**src/rtl/dnc_read_defines.svh**
```systemverilog
// Sizes are compile-time limits only; run-time sizes come from the config block
`ifndef DNC_READ_DEFINES_SVH
`define DNC_READ_DEFINES_SVH

//////////////////////////////
// Word widths
//////////////////////////////

// Data, weight and result words
`define DNC_DATA_WIDTH 16
// Size registers and counters
`define DNC_INDEX_WIDTH 8

//////////////////////////////
// Buffer limits
//////////////////////////////

// Depth of the h buffer and so the largest legal L
`define DNC_MAX_L 16
// Address bits into the h buffer
`define DNC_H_ADDR_WIDTH 4

`endif

```
**src/rtl/dnc_read_pkg.sv**
```systemverilog
// Types only; widths follow dnc_read_defines.svh and must match its macros
`include "dnc_read_defines.svh"

package dnc_read_pkg;

  // h element, weight or result
  typedef logic [`DNC_DATA_WIDTH-1:0] data_t;
  // Size or counter value
  typedef logic [`DNC_INDEX_WIDTH-1:0] index_t;
  // Result tag
  typedef logic [1:0] field_t;
  // Config register address
  typedef logic [1:0] cfg_addr_t;

  // Field tags on the result stream
  localparam field_t field_key      = 2'd0;
  localparam field_t field_strength = 2'd1;
  localparam field_t field_free     = 2'd2;
  localparam field_t field_mode     = 2'd3;

  // Config addresses where 3 stores nothing
  localparam cfg_addr_t cfg_addr_r = 2'd0;
  localparam cfg_addr_t cfg_addr_l = 2'd1;
  localparam cfg_addr_t cfg_addr_w = 2'd2;

  // Sequencer states
  typedef enum logic [2:0] {
    st_idle, st_load_h, st_key, st_strength, st_free, st_mode, st_finish
  } seq_state_t;

endpackage

```
**src/rtl/dnc_read_config.sv**
```systemverilog
// Writes are refused while busy; L is clamped to 1..DNC_MAX_L, zero R or W become 1
`timescale 1ns/1ps
`include "dnc_read_defines.svh"

module dnc_read_config import dnc_read_pkg::*; (
  input  logic      CLK,
  input  logic      RST,
  // Config write port
  input  logic      cfg_valid,
  output logic      cfg_ready,
  input  cfg_addr_t cfg_addr,
  input  index_t    cfg_data,
  // Run status from the sequencer
  input  logic      busy,
  // Sizes
  output index_t    size_r,
  output index_t    size_l,
  output index_t    size_w
);

  //////////////////////////////
  // Write handshake
  //////////////////////////////

  logic cfg_write;

  // Sizes frozen for the whole run
  assign cfg_ready = ~busy;
  assign cfg_write = cfg_valid & cfg_ready;

  //////////////////////////////
  // Size registers
  //////////////////////////////

  always_ff @(posedge CLK or posedge RST) begin
    if (RST) begin
      size_r <= index_t'(1);
      size_l <= index_t'(1);
      size_w <= index_t'(1);
    end else if (cfg_write) begin
      case (cfg_addr)
        cfg_addr_r: begin
          // Zero heads would never finish a run
          size_r <= (cfg_data == '0) ? index_t'(1) : cfg_data;
        end
        cfg_addr_l: begin
          // Limited by h buffer depth
          if (cfg_data == '0)
            size_l <= index_t'(1);
          else if (cfg_data > index_t'(`DNC_MAX_L))
            size_l <= index_t'(`DNC_MAX_L);
          else
            size_l <= cfg_data;
        end
        cfg_addr_w: begin
          size_w <= (cfg_data == '0) ? index_t'(1) : cfg_data;
        end
        default: begin
          // Address 3 accepted, nothing stored
        end
      endcase
    end
  end

endmodule

```
**src/rtl/dnc_matvec_engine.sv**
```systemverilog
// One result in flight; size_l must stay stable from eng_start until the last row
`timescale 1ns/1ps
`include "dnc_read_defines.svh"

module dnc_matvec_engine import dnc_read_pkg::*; (
  input  logic   CLK,
  input  logic   RST,
  // Run control
  input  logic   eng_start,
  input  index_t size_l,
  // h stream
  input  logic   h_valid,
  output logic   h_ready,
  input  data_t  h_data,
  // Weight stream
  input  logic   w_valid,
  output logic   w_ready,
  input  data_t  w_data,
  // Row results
  output logic   row_valid,
  input  logic   row_ready,
  output data_t  row_data
);

  //////////////////////////////
  // State
  //////////////////////////////

  // h buffer indexed by column
  data_t  h_buf [`DNC_MAX_L];

  // Loading h, then streaming rows
  logic   loading;
  logic   active;
  // Element index shared by load and row phases
  index_t col;
  index_t last_col;
  data_t  acc;
  data_t  h_elem;
  data_t  product;

  logic   h_fire;
  logic   w_fire;
  logic   row_fire;
  logic   row_end;

  //////////////////////////////
  // Handshakes
  //////////////////////////////

  assign h_ready  = loading;
  // Stall weights while a result waits, unless it leaves this cycle
  assign w_ready  = active & ~loading & (~row_valid | row_ready);
  assign h_fire   = h_valid & h_ready;
  assign w_fire   = w_valid & w_ready;
  assign row_fire = row_valid & row_ready;

  assign last_col = index_t'(size_l - 1'b1);
  assign row_end  = (col == last_col);

  // Wrapping 16-bit multiply
  assign h_elem   = h_buf[col[`DNC_H_ADDR_WIDTH-1:0]];
  assign product  = w_data * h_elem;

  //////////////////////////////
  // h buffer write
  //////////////////////////////

  always_ff @(posedge CLK) begin
    if (h_fire)
      h_buf[col[`DNC_H_ADDR_WIDTH-1:0]] <= h_data;
  end

  //////////////////////////////
  // Control and accumulator
  //////////////////////////////

  always_ff @(posedge CLK or posedge RST) begin
    if (RST) begin
      loading   <= 1'b0;
      active    <= 1'b0;
      col       <= '0;
      acc       <= '0;
      row_valid <= 1'b0;
    end else if (eng_start) begin
      // New run drops anything left over
      loading   <= 1'b1;
      active    <= 1'b1;
      col       <= '0;
      acc       <= '0;
      row_valid <= 1'b0;
    end else begin
      if (h_fire) begin
        if (row_end) begin
          loading <= 1'b0;
          col     <= '0;
        end else begin
          col <= col + 1'b1;
        end
      end
      if (w_fire) begin
        if (row_end) begin
          // Row done so the sum goes out next cycle
          col <= '0;
          acc <= '0;
        end else begin
          col <= col + 1'b1;
          acc <= acc + product;
        end
      end
      // A finished row replaces a result taken in the same cycle
      if (w_fire && row_end)
        row_valid <= 1'b1;
      else if (row_fire)
        row_valid <= 1'b0;
    end
  end

  // Result word
  always_ff @(posedge CLK) begin
    if (w_fire && row_end)
      row_data <= acc + product;
  end

endmodule

```
**src/rtl/dnc_read_interface_vector.sv**
```systemverilog
// Assumes the weight stream follows key, strength, free, mode order; sizes stable while busy
`timescale 1ns/1ps
`include "dnc_read_defines.svh"

module dnc_read_interface_vector import dnc_read_pkg::*; (
  input  logic   CLK,
  input  logic   RST,
  // Run control
  input  logic   start,
  output logic   busy,
  output logic   done,
  // Sizes
  input  index_t size_r,
  input  index_t size_l,
  input  index_t size_w,
  // Engine control and h load observation
  output logic   eng_start,
  input  logic   h_valid,
  input  logic   h_ready,
  // Engine results
  input  logic   row_valid,
  output logic   row_ready,
  input  data_t  row_data,
  // Result stream
  output logic   res_valid,
  input  logic   res_ready,
  output data_t  res_data,
  output field_t res_field
);

  //////////////////////////////
  // Declarations
  //////////////////////////////

  seq_state_t state;
  index_t     h_count;
  // Wide enough for R*W
  logic [2*`DNC_INDEX_WIDTH-1:0] res_count;
  logic [2*`DNC_INDEX_WIDTH-1:0] field_limit;
  logic       in_field;
  logic       h_fire;
  logic       res_fire;
  logic       field_end;

  //////////////////////////////
  // Decode
  //////////////////////////////

  assign busy      = (state != st_idle) && (state != st_finish);
  assign done      = (state == st_finish);
  assign eng_start = start && (state == st_idle);
  assign in_field  = (state == st_key) || (state == st_strength) ||
                     (state == st_free) || (state == st_mode);

  // Result path straight through and tagged by state
  assign res_valid = row_valid & in_field;
  assign row_ready = res_ready & in_field;
  assign res_data  = row_data;

  always_comb begin
    case (state)
      st_strength: res_field = field_strength;
      st_free:     res_field = field_free;
      st_mode:     res_field = field_mode;
      default:     res_field = field_key;
    endcase
  end

  // Results per field
  always_comb begin
    case (state)
      st_key:  field_limit = {{`DNC_INDEX_WIDTH{1'b0}}, size_r} * {{`DNC_INDEX_WIDTH{1'b0}}, size_w};
      st_mode: field_limit = {{`DNC_INDEX_WIDTH{1'b0}}, size_r} * 3'd3;
      default: field_limit = {{`DNC_INDEX_WIDTH{1'b0}}, size_r};
    endcase
  end

  assign h_fire    = h_valid & h_ready;
  assign res_fire  = res_valid & res_ready;
  assign field_end = (res_count == field_limit - 1'b1);

  //////////////////////////////
  // FSM
  //////////////////////////////

  always_ff @(posedge CLK or posedge RST) begin
    if (RST) begin
      state     <= st_idle;
      h_count   <= '0;
      res_count <= '0;
    end else begin
      case (state)
        st_idle: begin
          h_count   <= '0;
          res_count <= '0;
          if (start)
            state <= st_load_h;
        end
        st_load_h: begin
          // Leave once L h beats went into the engine
          if (h_fire) begin
            h_count <= h_count + 1'b1;
            if (h_count == index_t'(size_l - 1'b1))
              state <= st_key;
          end
        end
        st_key, st_strength, st_free, st_mode: begin
          if (res_fire) begin
            if (field_end) begin
              res_count <= '0;
              case (state)
                st_key:      state <= st_strength;
                st_strength: state <= st_free;
                st_free:     state <= st_mode;
                default:     state <= st_finish;
              endcase
            end else begin
              res_count <= res_count + 1'b1;
            end
          end
        end
        // One cycle of done
        default: state <= st_idle;
      endcase
    end
  end

endmodule

```
**src/rtl/dnc_read_top.sv**
```systemverilog
// Sizes write only while idle; weight stream order must match the field order
`timescale 1ns/1ps

module dnc_read_top import dnc_read_pkg::*; (
  input  logic      CLK,
  input  logic      RST,
  // Config
  input  logic      cfg_valid,
  output logic      cfg_ready,
  input  cfg_addr_t cfg_addr,
  input  index_t    cfg_data,
  // Control
  input  logic      start,
  output logic      busy,
  output logic      done,
  // h stream
  input  logic      h_valid,
  output logic      h_ready,
  input  data_t     h_data,
  // Weight stream
  input  logic      w_valid,
  output logic      w_ready,
  input  data_t     w_data,
  // Result stream
  output logic      res_valid,
  input  logic      res_ready,
  output data_t     res_data,
  output field_t    res_field
);

  //////////////////////////////
  // Internal wires
  //////////////////////////////

  index_t size_r;
  index_t size_l;
  index_t size_w;
  logic   eng_start;
  logic   row_valid;
  logic   row_ready;
  data_t  row_data;

  dnc_read_config u_config (
    .CLK(CLK), .RST(RST),
    .cfg_valid(cfg_valid), .cfg_ready(cfg_ready),
    .cfg_addr(cfg_addr), .cfg_data(cfg_data),
    .busy(busy),
    .size_r(size_r), .size_l(size_l), .size_w(size_w)
  );

  // Sequencer watches the h handshake to leave the load phase
  dnc_read_interface_vector u_seq (
    .CLK(CLK), .RST(RST),
    .start(start), .busy(busy), .done(done),
    .size_r(size_r), .size_l(size_l), .size_w(size_w),
    .eng_start(eng_start), .h_valid(h_valid), .h_ready(h_ready),
    .row_valid(row_valid), .row_ready(row_ready), .row_data(row_data),
    .res_valid(res_valid), .res_ready(res_ready),
    .res_data(res_data), .res_field(res_field)
  );

  dnc_matvec_engine u_engine (
    .CLK(CLK), .RST(RST),
    .eng_start(eng_start), .size_l(size_l),
    .h_valid(h_valid), .h_ready(h_ready), .h_data(h_data),
    .w_valid(w_valid), .w_ready(w_ready), .w_data(w_data),
    .row_valid(row_valid), .row_ready(row_ready), .row_data(row_data)
  );

endmodule

```
**config.mk**
```make
export PLATFORM = sky130hd
export DESIGN_NAME = dnc_read_top
export DESIGN_NICKNAME = d
export VERILOG_FILES = /design/src/rtl/dnc_read_pkg.sv /design/src/rtl/dnc_read_config.sv /design/src/rtl/dnc_matvec_engine.sv /design/src/rtl/dnc_read_interface_vector.sv /design/src/rtl/dnc_read_top.sv
export VERILOG_INCLUDE_DIRS = /design/src /design/src/rtl
export SDC_FILE = /design/constraint.sdc
export NUM_CORES = 1
export LEC_CHECK = 0
export BUFFER_PORTS_ARGS = -buffer_cell sky130_fd_sc_hd__buf_2
export CORE_ASPECT_RATIO = 0.6
export CORE_UTILIZATION = 40
export CTS_CLUSTER_SIZE = 40
export DETAILED_ROUTE_END_ITERATION = 8
export REMOVE_ABC_BUFFERS = 1
export SLEW_MARGIN = 10
export SYNTH_ARGS = -nofsm -noshare
export SYNTH_HDL_FRONTEND = slang
export SYNTH_HIERARCHICAL = 1
export SYNTH_SLANG_ARGS = --single-unit
```
**constraint.sdc**
```tcl
create_clock -name CLK -period 9.1 [get_ports CLK]
set_input_delay 1.365 -clock CLK [delete_from_list [all_inputs] [get_ports CLK]]
set_output_delay 1.365 -clock CLK [all_outputs]
set_load 0.01 [all_outputs]
```
# Word level (Yosys, flattened, before mapping)
# Memory sizes are Yosys's and may differ from the RTL's.
# Index checks and enable logic that the tools add are counted.
[op_classes]
n_addsub = 6
multipliers = 3
n_div = 0
magnitude_cmp = 1
n_eq_ne = 17
shift = 0
mux = 32
bitwise_logic = 13
n_reduce_logical = 25
[ops]
columns = ["op", "n"]
rows = [
  ["16-bit two-way mux", 5],
  ["8-bit two-way mux", 8],
  ["16-bit one-hot mux with 2 select lines", 2],
  ["3-bit one-hot mux with 3 select lines", 2],
  ["16-bit by 1-bit adder with 16-bit output, second input constant", 1],
  ["16-bit adder", 1],
  ["8-bit by 1-bit adder with 8-bit output, second input constant", 2],
  ["16-bit equality test", 1],
  ["8-bit equality test", 2],
  ["16-bit by 16-bit multiplier with 16-bit output", 1],
  ["8-bit by 8-bit multiplier with 16-bit output", 1],
  ["8-bit one-hot mux with 2 select lines", 1],
  ["16-bit by 1-bit subtractor with 16-bit output, second input constant", 1],
  ["3-bit two-way mux", 5],
  ["2-bit AND reduction", 6],
  ["8-bit by 2-bit multiplier with 10-bit output, second input constant", 1],
  ["2-bit nonzero test", 5],
  ["1-bit bitwise AND", 9],
  ["3-bit equality test, second input constant", 3],
  ["3-bit nonzero test", 3],
  ["8-bit by 5-bit greater-than comparator with 1-bit output, second input constant", 1],
  ["8-bit zero test", 1],
  ["1-bit two-way mux", 8],
  ["2-bit by 1-bit inequality test with 1-bit output, second input constant", 4],
  ["16 further kinds", 23],
]
[word_totals]
register_bits = 94
latchBits = 0
ramBits = 256
romBits = 0
input_bits = 49
word_cells = 110
memories = 1
[mem_list]
columns = ["name", "depth", "word_bits", "read_ports", "rd_ports_with_merged_regs", "wr", "line", "text"]
rows = [
  ["u_engine.h_buf", 16, 16, 1, 0, 1, "dnc_matvec_engine.sv:30", "data_t h_buf [`DNC_MAX_L];"],
]

# Longest topological paths before layout
# Gate-level depths: netlist (run 1).
[logic_depth]
word_depth = 11
mapped_depth = 29
mapped_depth_nobuf = 24

# By module
# Netlist (run 1), hierarchy kept.
[modules_own_cells]
columns = ["module", "n_inst", "cells_per_inst", "area_each_um2", "seq_area_each_um2"]
rows = [
  ["dnc_matvec_engine", 1, 1095, 16139.2, 8843.5],
  ["dnc_read_interface_vector", 1, 637, 5187.5, 675.6],
  ["dnc_read_config", 1, 65, 939.7, 604.3],
]

# Least setup slack after synthesis (run 1)
# Ideal clock, no wire load.
[synth_timing]
path_type = "reg-to-reg"
from = "register u_engine.col[1]"
to = "register u_engine.row_data[14], data pin"
setup_time_ns = 0.255
t_arrival_ns = 6.685
setup_slack_ns = 2.160
path_stages_with_launch = 25
path_buffers = 4
cell_sequence = "dfrtp_1 > buf_6 > buf_6 > buf_6 > mux4_2 > mux4_2 > clkbuf_1 > and2_1 > fa_1 > inv_1 > fa_1 > inv_1 > fa_1 > inv_1 > fa_1 > inv_1 > fa_1 > inv_1 > fa_1 > inv_1 > ha_1 > o21a_1 > a2111oi_0 > or4_1 > and2_1"
[synth_via]
elab_chain_cells = 3
[synth_rtl]
columns = ["element", "line", "text"]
rows = [
  ["start: declaration", "dnc_matvec_engine.sv:36", "index_t col;"],
  ["start signal: assignment", "dnc_matvec_engine.sv:98", "col <= col + 1'b1;"],
  ["start signal: assignment", "dnc_matvec_engine.sv:107", "col <= col + 1'b1;"],
  ["memory read 16 x 16 bit", "-", ""],
  ["16-bit by 16-bit multiplier with 16-bit output", "dnc_matvec_engine.sv:63", "assign product = w_data * h_elem;"],
  ["16-bit adder", "dnc_matvec_engine.sv:122", "row_data <= acc + product;"],
  ["end signal: assignment", "dnc_matvec_engine.sv:122", ""],
  ["end: declaration", "dnc_matvec_engine.sv:22", "output data_t row_data"],
]
# No other way between the ends.
# A chain may end at the register's enable or synchronous reset.

# Worst setup path in the final report (run 1)
# Same ends and word-level chain as after synthesis.

==> results of run 1 <==
==> kinds of logic (layout without fill, tap and decap cells) <==
kind of cell,count (synthesis),after routing
AND/OR/NAND/NOR,490,490
flip-flops,350,350
buffers and inverters,312,401
adder cells (fa/ha/maj),236,236
AO/OA/AOI/OAI,190,190
multiplexers,121,121
XOR/XNOR,98,98
other,0,2
==> final cells by class <==
cell class,instances,area [um^2]
Fill cell,4961,30000
Multi-Input combinational cell,1135,10900
Sequential cell,350,10100
Clock buffer,44,941
Tap cell,748,936
Inverter,237,890
Timing Repair Buffer,100,571
Clock inverter,20,198
Antenna cell,2,5.00
==> Yosys cell counts (5+ instances only) <==
library cell  instances
a21o_1               10
or2_2                 5
clkbuf_1             27
a21oi_1              33
buf_2                17
xnor2_1              65
ha_1                105
nand3b_1              6
nand2b_1             16
or4_1                 6
nand4_1               7
or3_1                 6
buf_4                22
and2_1              117
o41ai_1               5
mux2_2               17
o31ai_1               9
mux4_2               66
xor2_1               29
nand2_1             140
dfrtp_1              75
nor2b_1               9
fa_1                131
a211oi_1              9
nor3_1               24
mux2i_1              37
nor2_1               81
a31oi_1               8
buf_1                 5
nor3b_1               6
edfxtp_1            272
and3_1                8
a22o_1               18
nand3_1              32
a211o_1               5
nor4_1                9
inv_1               236
o211ai_1              7
o21ai_1               6
o21a_1                7
o21ai_0              26
==> registers in the layout (all words and copies together) (netlist names) <==
signal,cells
u_engine/h_buf,256
u_config/size_l,8
u_seq/res_count,16
u_engine/h_ready,1
u_engine/active,1
u_seq/h_count,8
u_engine/row_valid,1
u_engine/row_data,16
u_engine/col,8
u_config/size_w,8
u_config/size_r,8
u_seq/state,3
u_engine/acc,16
==> worst max-delay path by stage <==
stage / start / endpoint / slack [ns]
2_1_floorplan: u_engine/col[1]$_DFFE_PP0P_ / u_engine/row_data[14]$_DFFE_PP_ / 0.90
3_3_place_gp: u_engine/col[1]$_DFFE_PP0P_ / u_engine/row_data[14]$_DFFE_PP_ / 1.37
3_5_place_dp: u_engine/col[1]$_DFFE_PP0P_ / u_engine/acc[15]$_DFFE_PP0P_ / 1.31
4_1_cts: u_engine/col[1]$_DFFE_PP0P_ / u_engine/acc[15]$_DFFE_PP0P_ / 1.32
5_1_grt: u_engine/col[1]$_DFFE_PP0P_ / u_engine/row_data[14]$_DFFE_PP_ / 0.80
6_report: u_engine/col[1]$_DFFE_PP0P_ / u_engine/row_data[14]$_DFFE_PP_ / 1.28
==> worst max-delay path: stages, from the launching register on <==
cell       delay, ns
dfrtp_4         1.01
buf_4           0.42
mux4_2          0.53
mux2i_1         0.77
nand2_1         0.19
fa_1            0.55
inv_1           0.06
fa_1            0.54
ha_1            0.14
inv_1           0.05
fa_1            0.55
fa_1            0.44
fa_1            0.54
inv_1           0.04
ha_1            0.33
inv_1           0.07
o21bai_1        0.10
a211o_1         0.33
a2111oi_0       0.50
o31ai_1         0.17
and2_1          0.19
==> layer usage <==
metal	up-vias	part of all wire, %	track usage [%]
met5	-	0	0
met4	0	1.4	3.34
met3	54	7.2	4.05
met2	392	41	27.4
met1	7121	50	30.2
li1	6386	-	-
==> stage by stage <==
stage	cell area (um^2)	setup WS, ns	hold slack [ns]	cells
2_1_floorplan	21900	0.904	0.427	1722
3_3_place_gp	23400	1.37	0.451	2570
3_5_place_dp	23400	1.31	0.446	2570
4_1_cts	24600	1.32	0.469	2634
5_1_grt	24600	0.802	0.486	2634
6_report	24600	1.28	0.469	2636
==> impl_metrics.json, run 1 <==
{
  "startpoint_type": "register",
  "finalCritPeriodShare_pct": 86.0,
  "ctsResizeCount": 0,
  "worstPathRequired_ns": 9.39,
  "slew-limit-headroom_pct": 17.9,
  "die_y_um": 185,
  "synth_top_area_share_pct": 36.7,
  "start_util_pct": 40.8,
  "synth_xor_area_share_pct": 4.07,
  "synthArstFlopShare_pct": 22.3,
  "postRouteAntennaNets": 0,
  "synthMuxAreaShare_pct": 9.26,
  "skew_ns": 0.0265,
  "area_growth_pct": 10.3,
  "portBuffers": 72,
  "synth_top_family_by_area": "adder cells",
  "die_area_mm2": 0.0566,
  "dp_hpwl_um": 38300,
  "avgSynthCellArea_um2": 12.4,
  "num_vias": 13953,
  "end_kind": "register",
  "path_clk_slew_ns": 0.06,
  "yosys.area.top_type": "edfxtp_1",
  "whs_endpoint": "u_engine/active$_DFFE_PP0P_",
  "post-route-drc-count": 0,
  "grt_pass1_wl_um": 83400,
  "critPathArrivalTime_ns": 8.11,
  "root_buffer": "clkbuf_16",
  "die_x_um": 307,
  "r2r_cells": 20,
  "nets": 2144,
  "cts_tree": "yes",
  "setup-violations-final": 0,
  "cts_buffers": 35,
  "ys.flop_type": "edfxtp_1",
  "post_cts_buffers": 0,
  "finalHoldViolations": 0,
  "layout-drive-gt1-share_pct": 15.1,
  "first_pass_iters": 5,
  "status": "finished clean",
  "routed_wl_um": 53200,
  "slew_viol_final": 0,
  "synth.area.top_cells": "edfxtp_1 (37%), fa_1 (12%), dfrtp_1 (8.4%)",
  "cts_hold_buffers": 0,
  "clk_latency_ns": 0.53,
  "mostFrequentLayoutCells": "edfxtp_1 (272), inv_1 (236), nand2_1 (140)",
  "crit_type": "register to register",
  "htree_levels": 2,
  "final_common_cell": "edfxtp_1",
  "crit_fanout": 51,
  "seq_area_frac_synth_pct": 45.5,
  "track_usage_pct": 19.3,
  "tightestPinTransition_ns": 1.23,
  "synth_compound_area_share_pct": 6.21,
  "synth_cells": 1797,
  "reg2reg_slack_ns": 1.28,
  "rows": 66,
  "clock-sinks": 350,
  "yosys.area_share.simple_pct": 11.4,
  "grt_setup_unrepaired": "false",
  "cts_buffer_depth": 3,
  "coreArea_mm2": 0.0546,
  "grt_pass1_vias": 14083,
  "finalCriticalPeriod_ns": 7.82,
  "avgViaCountPerCell": 5.29,
  "synth_edf_count": 272,
  "first_iter_violations": 1235,
  "fin_util_pct": 45.0,
  "ys_ff_latch": 350,
  "grt_max_degree": 52,
  "reg2reg_to": "u_engine/row_data[14]$_DFFE_PP_",
  "grt.overflow.total": 0,
  "grt_antenna_before_repair": 3,
  "synth_fa_ha_area_share_pct": 17.7,
  "yosysWarnings": 6,
  "holdPathStages": 1,
  "maxCapViolCount": 0,
  "wl_per_cell_um": 20.2,
  "reg2reg_from": "u_engine/col[1]$_DFFE_PP0P_",
  "gp_congestion": 0.841,
  "hold_path.class": "register to register",
  "fin_tns_setup_ns": 0,
  "hp-start": "u_engine/active$_DFFE_PP0P_",
  "timing.fmax_mhz": 128,
  "syn_area_mm2": 0.0223,
  "pin_count": 73,
  "synth_cell_types": 90
}
Power of run 1 is not shown: default switching activity piles up to over one toggle a cycle in this logic, so the estimate is an artifact.
==> run 2, diff against run 1 <==
--- a/config.mk
+++ b/config.mk
@@ -6,6 +6,7 @@
 export SDC_FILE = /design/constraint.sdc
 export NUM_CORES = 1
 export LEC_CHECK = 0
+export ABC_AREA = 1
 export BUFFER_PORTS_ARGS = -buffer_cell sky130_fd_sc_hd__buf_2
 export CORE_ASPECT_RATIO = 0.6
 export CORE_UTILIZATION = 40
==> run 2 against run 1 <==
  * Register-to-register slack better by 0.30 ns
  * Core utilization is 0.96 points lower
  * Count of clock-buffer cells in the layout is 1 higher
  * Clock skew is 0.016 ns higher
  * Worst hold slack worse by 0.0094 ns
  * Maximum frequency is 4.0% higher
  * Via count is 31% higher
  * Sequential share of layout area is 2.4 points lower
  * Flip-flop and latch count stayed put
  * First-iteration DRC count is 45% higher
==> impl_metrics.json, run 2 <==
{
  "avgViaCountPerCell": 5.00,
  "grt_pass1_wl_um": 103000,
  "post-route-drc-count": 0,
  "tightestPinTransition_ns": 1.07,
  "status": "finished clean",
  "critPathArrivalTime_ns": 7.89,
  "pin_count": 73,
  "startpoint_type": "register",
  "track_usage_pct": 22.0,
  "end_kind": "register",
  "placement.cell_area_mm2": 0.0249,
  "finalHoldViolations": 0,
  "timing.fmax_mhz": 133,
  "finalWorstSetupSlack_ns": 1.57,
  "die_y_um": 191,
  "critPathMaxStageDelay_ns": 0.64,
  "path_clk_slew_ns": 0.08,
  "finalCriticalPeriod_ns": 7.53,
  "grt_antenna_before_repair": 5,
  "dp_hpwl_um": 46200,
  "start_util_pct": 40.5,
  "synth_edf_count": 272,
  "postRouteAntennaNets": 0,
  "yosys-top-cells-count": "nand2_1 (789), inv_1 (514), nor2_1 (283)",
  "die_x_um": 318,
  "yosys.area.top_type": "edfxtp_1",
  "synth_cells": 2802,
  "first_iter_violations": 1787,
  "layout-drive-gt1-share_pct": 8.76,
  "place_ws_ns": 1.64,
  "synth_cell_types": 52,
  "wl_per_cell_um": 17.9,
  "setup-violations-final": 0,
  "grt.overflow.total": 0,
  "cts_hold_buffers": 0,
  "crit_fanout": 83,
  "mostFrequentLayoutCells": "nand2_1 (789), inv_1 (513), edfxtp_1 (272)",
  "synth_top_area_share_pct": 34.1,
  "seq_area_frac_synth_pct": 42.3,
  "ys.flop_type": "edfxtp_1",
  "root_buffer": "clkbuf_16",
  "nets": 3121,
  "syn_area_mm2": 0.0239,
  "routed_wl_um": 65200,
  "final_cell_area_mm2": 0.0260,
  "post_cts_buffers": 0,
  "synthArstFlopShare_pct": 22.3,
  "final_common_cell": "nand2_1",
  "avgSynthCellArea_um2": 8.54,
  "yosysWarnings": 6,
  "yosysMostFrequentCell": "nand2_1",
  "coreArea_mm2": 0.0591,
  "clk_latency_ns": 0.61,
  "portBuffers": 72,
  "num_vias": 18217,
  "slew_viol_final": 0,
  "grt_max_degree": 143,
  "skew_ns": 0.0423,
  "maxCapViolCount": 0,
  "synth.area.top_cells": "edfxtp_1 (34%), nand2_1 (12%), fa_1 (11%)",
  "htree_levels": 2,
  "ys_ff_latch": 350,
  "finalCritPeriodShare_pct": 82.7,
  "clock-sinks": 350,
  "die_area_mm2": 0.0608,
  "grt_pass1_vias": 17805,
  "ctsResizeCount": 0,
  "grt_setup_unrepaired": "false",
  "slew-limit-headroom_pct": 28.5,
  "rows": 69,
  "crit_top_cell": "nand2_1",
  "crit_type": "register to register",
  "first_pass_iters": 6,
  "gp_congestion": 0.966,
  "cts_buffer_depth": 3,
  "cts_buffers": 37,
  "largest_reg_flops": 256,
  "area_growth_pct": 8.85,
  "cts_tree": "yes",
  "slowest_stage": "inv_4",
  "worstPathRequired_ns": 9.46,
  "hold_path.class": "register to register"
}
-- run 2: cell types whose count changed in the layout (fill, tap and decap cells not counted), sizes merged, moves of 21 or more --
cell / before / now
mux4: 66 / 0
xor2: 30 / 51
xnor2: 65 / 15
nand2: 141 / 807
nor2: 81 / 303
inv: 239 / 534
nand3: 33 / 155
mux2i: 38 / 0
and2: 117 / 0
o21ai: 33 / 127
-- run 2: per-stage QoR --
step,hold slack (ns),instances,utilization [%],setup TNS [ns]
3_3_place_gp,0.438,3578,42.0,0
2_1_floorplan,0.423,2702,-,-0.0730
5_1_grt,0.496,3646,44.0,0
4_1_cts,0.459,3645,44.0,0
3_5_place_dp,0.442,3578,42.0,0
6_report,0.459,3646,44.0,0
-- run 2: critical path, delay by kind of cell (launching register included) --
kind            cells  cell delay [ns]
fa+ha+maj           7             3.46
compound gates      2             0.26
xor+xnor            1             0.37
buf+inv             8             1.41
simple gates       12             1.24
flops               1             0.51
-- run 2: cell families after synthesis --
group,Yosys count,synth area share (%)
buffers and inverters,633,11.1
AND/OR/NAND/NOR,1321,23.1
AO/OA/AOI/OAI,195,4.52
XOR/XNOR,67,2.51
flip-flops,350,42.3
adder cells (fa/ha/maj),236,16.5
-- run 2: per-layer routing --
layer	track usage, %	routed length (um)	vias to the layer above
met3	4.98	5910	78
met4	4.82	1110	0
met5	0	0	-
li1	-	-	8735
met1	33.9	32300	8744
met2	30.8	25900	660
-- run 2: worst paths after layout --
| kind | from | cells past startpoint | slack [ns] | endpoint |
|---|---|---|---|---|
| worst max-delay path | u_engine/col[0]$_DFFE_PP0P_ | 30 | 1.57 | u_engine/row_data[15]$_DFFE_PP_ |
| worst min-delay path | u_engine/active$_DFFE_PP0P_ | 2 | 0.46 | u_engine/active$_DFFE_PP0P_ |
| worst max register to register | u_engine/col[0]$_DFFE_PP0P_ | 30 | 1.57 | u_engine/row_data[15]$_DFFE_PP_ |
| worst min register to register | u_engine/active$_DFFE_PP0P_ | 2 | 0.46 | u_engine/active$_DFFE_PP0P_ |
| max in group asynchronous | RST | 2 | 7.44 | u_config/size_w[6]$_DFFE_PP0P_ |
| min in group asynchronous | RST | 3 | 0.92 | u_engine/col[0]$_DFFE_PP0P_ |
-- run 2: layout make-up --
| class | instances | area [um^2] |
|---|---|---|
| Multi-Input combinational cell | 1819 | 11200 |
| Tap cell | 781 | 977 |
| Clock inverter | 22 | 223 |
| Antenna cell | 1 | 2.50 |
| Inverter | 533 | 2010 |
| Clock buffer | 45 | 956 |
| Timing Repair Buffer | 95 | 546 |
| Sequential cell | 350 | 10100 |
| Fill cell | 5717 | 33100 |
Power of run 2 is left out for the same reason.
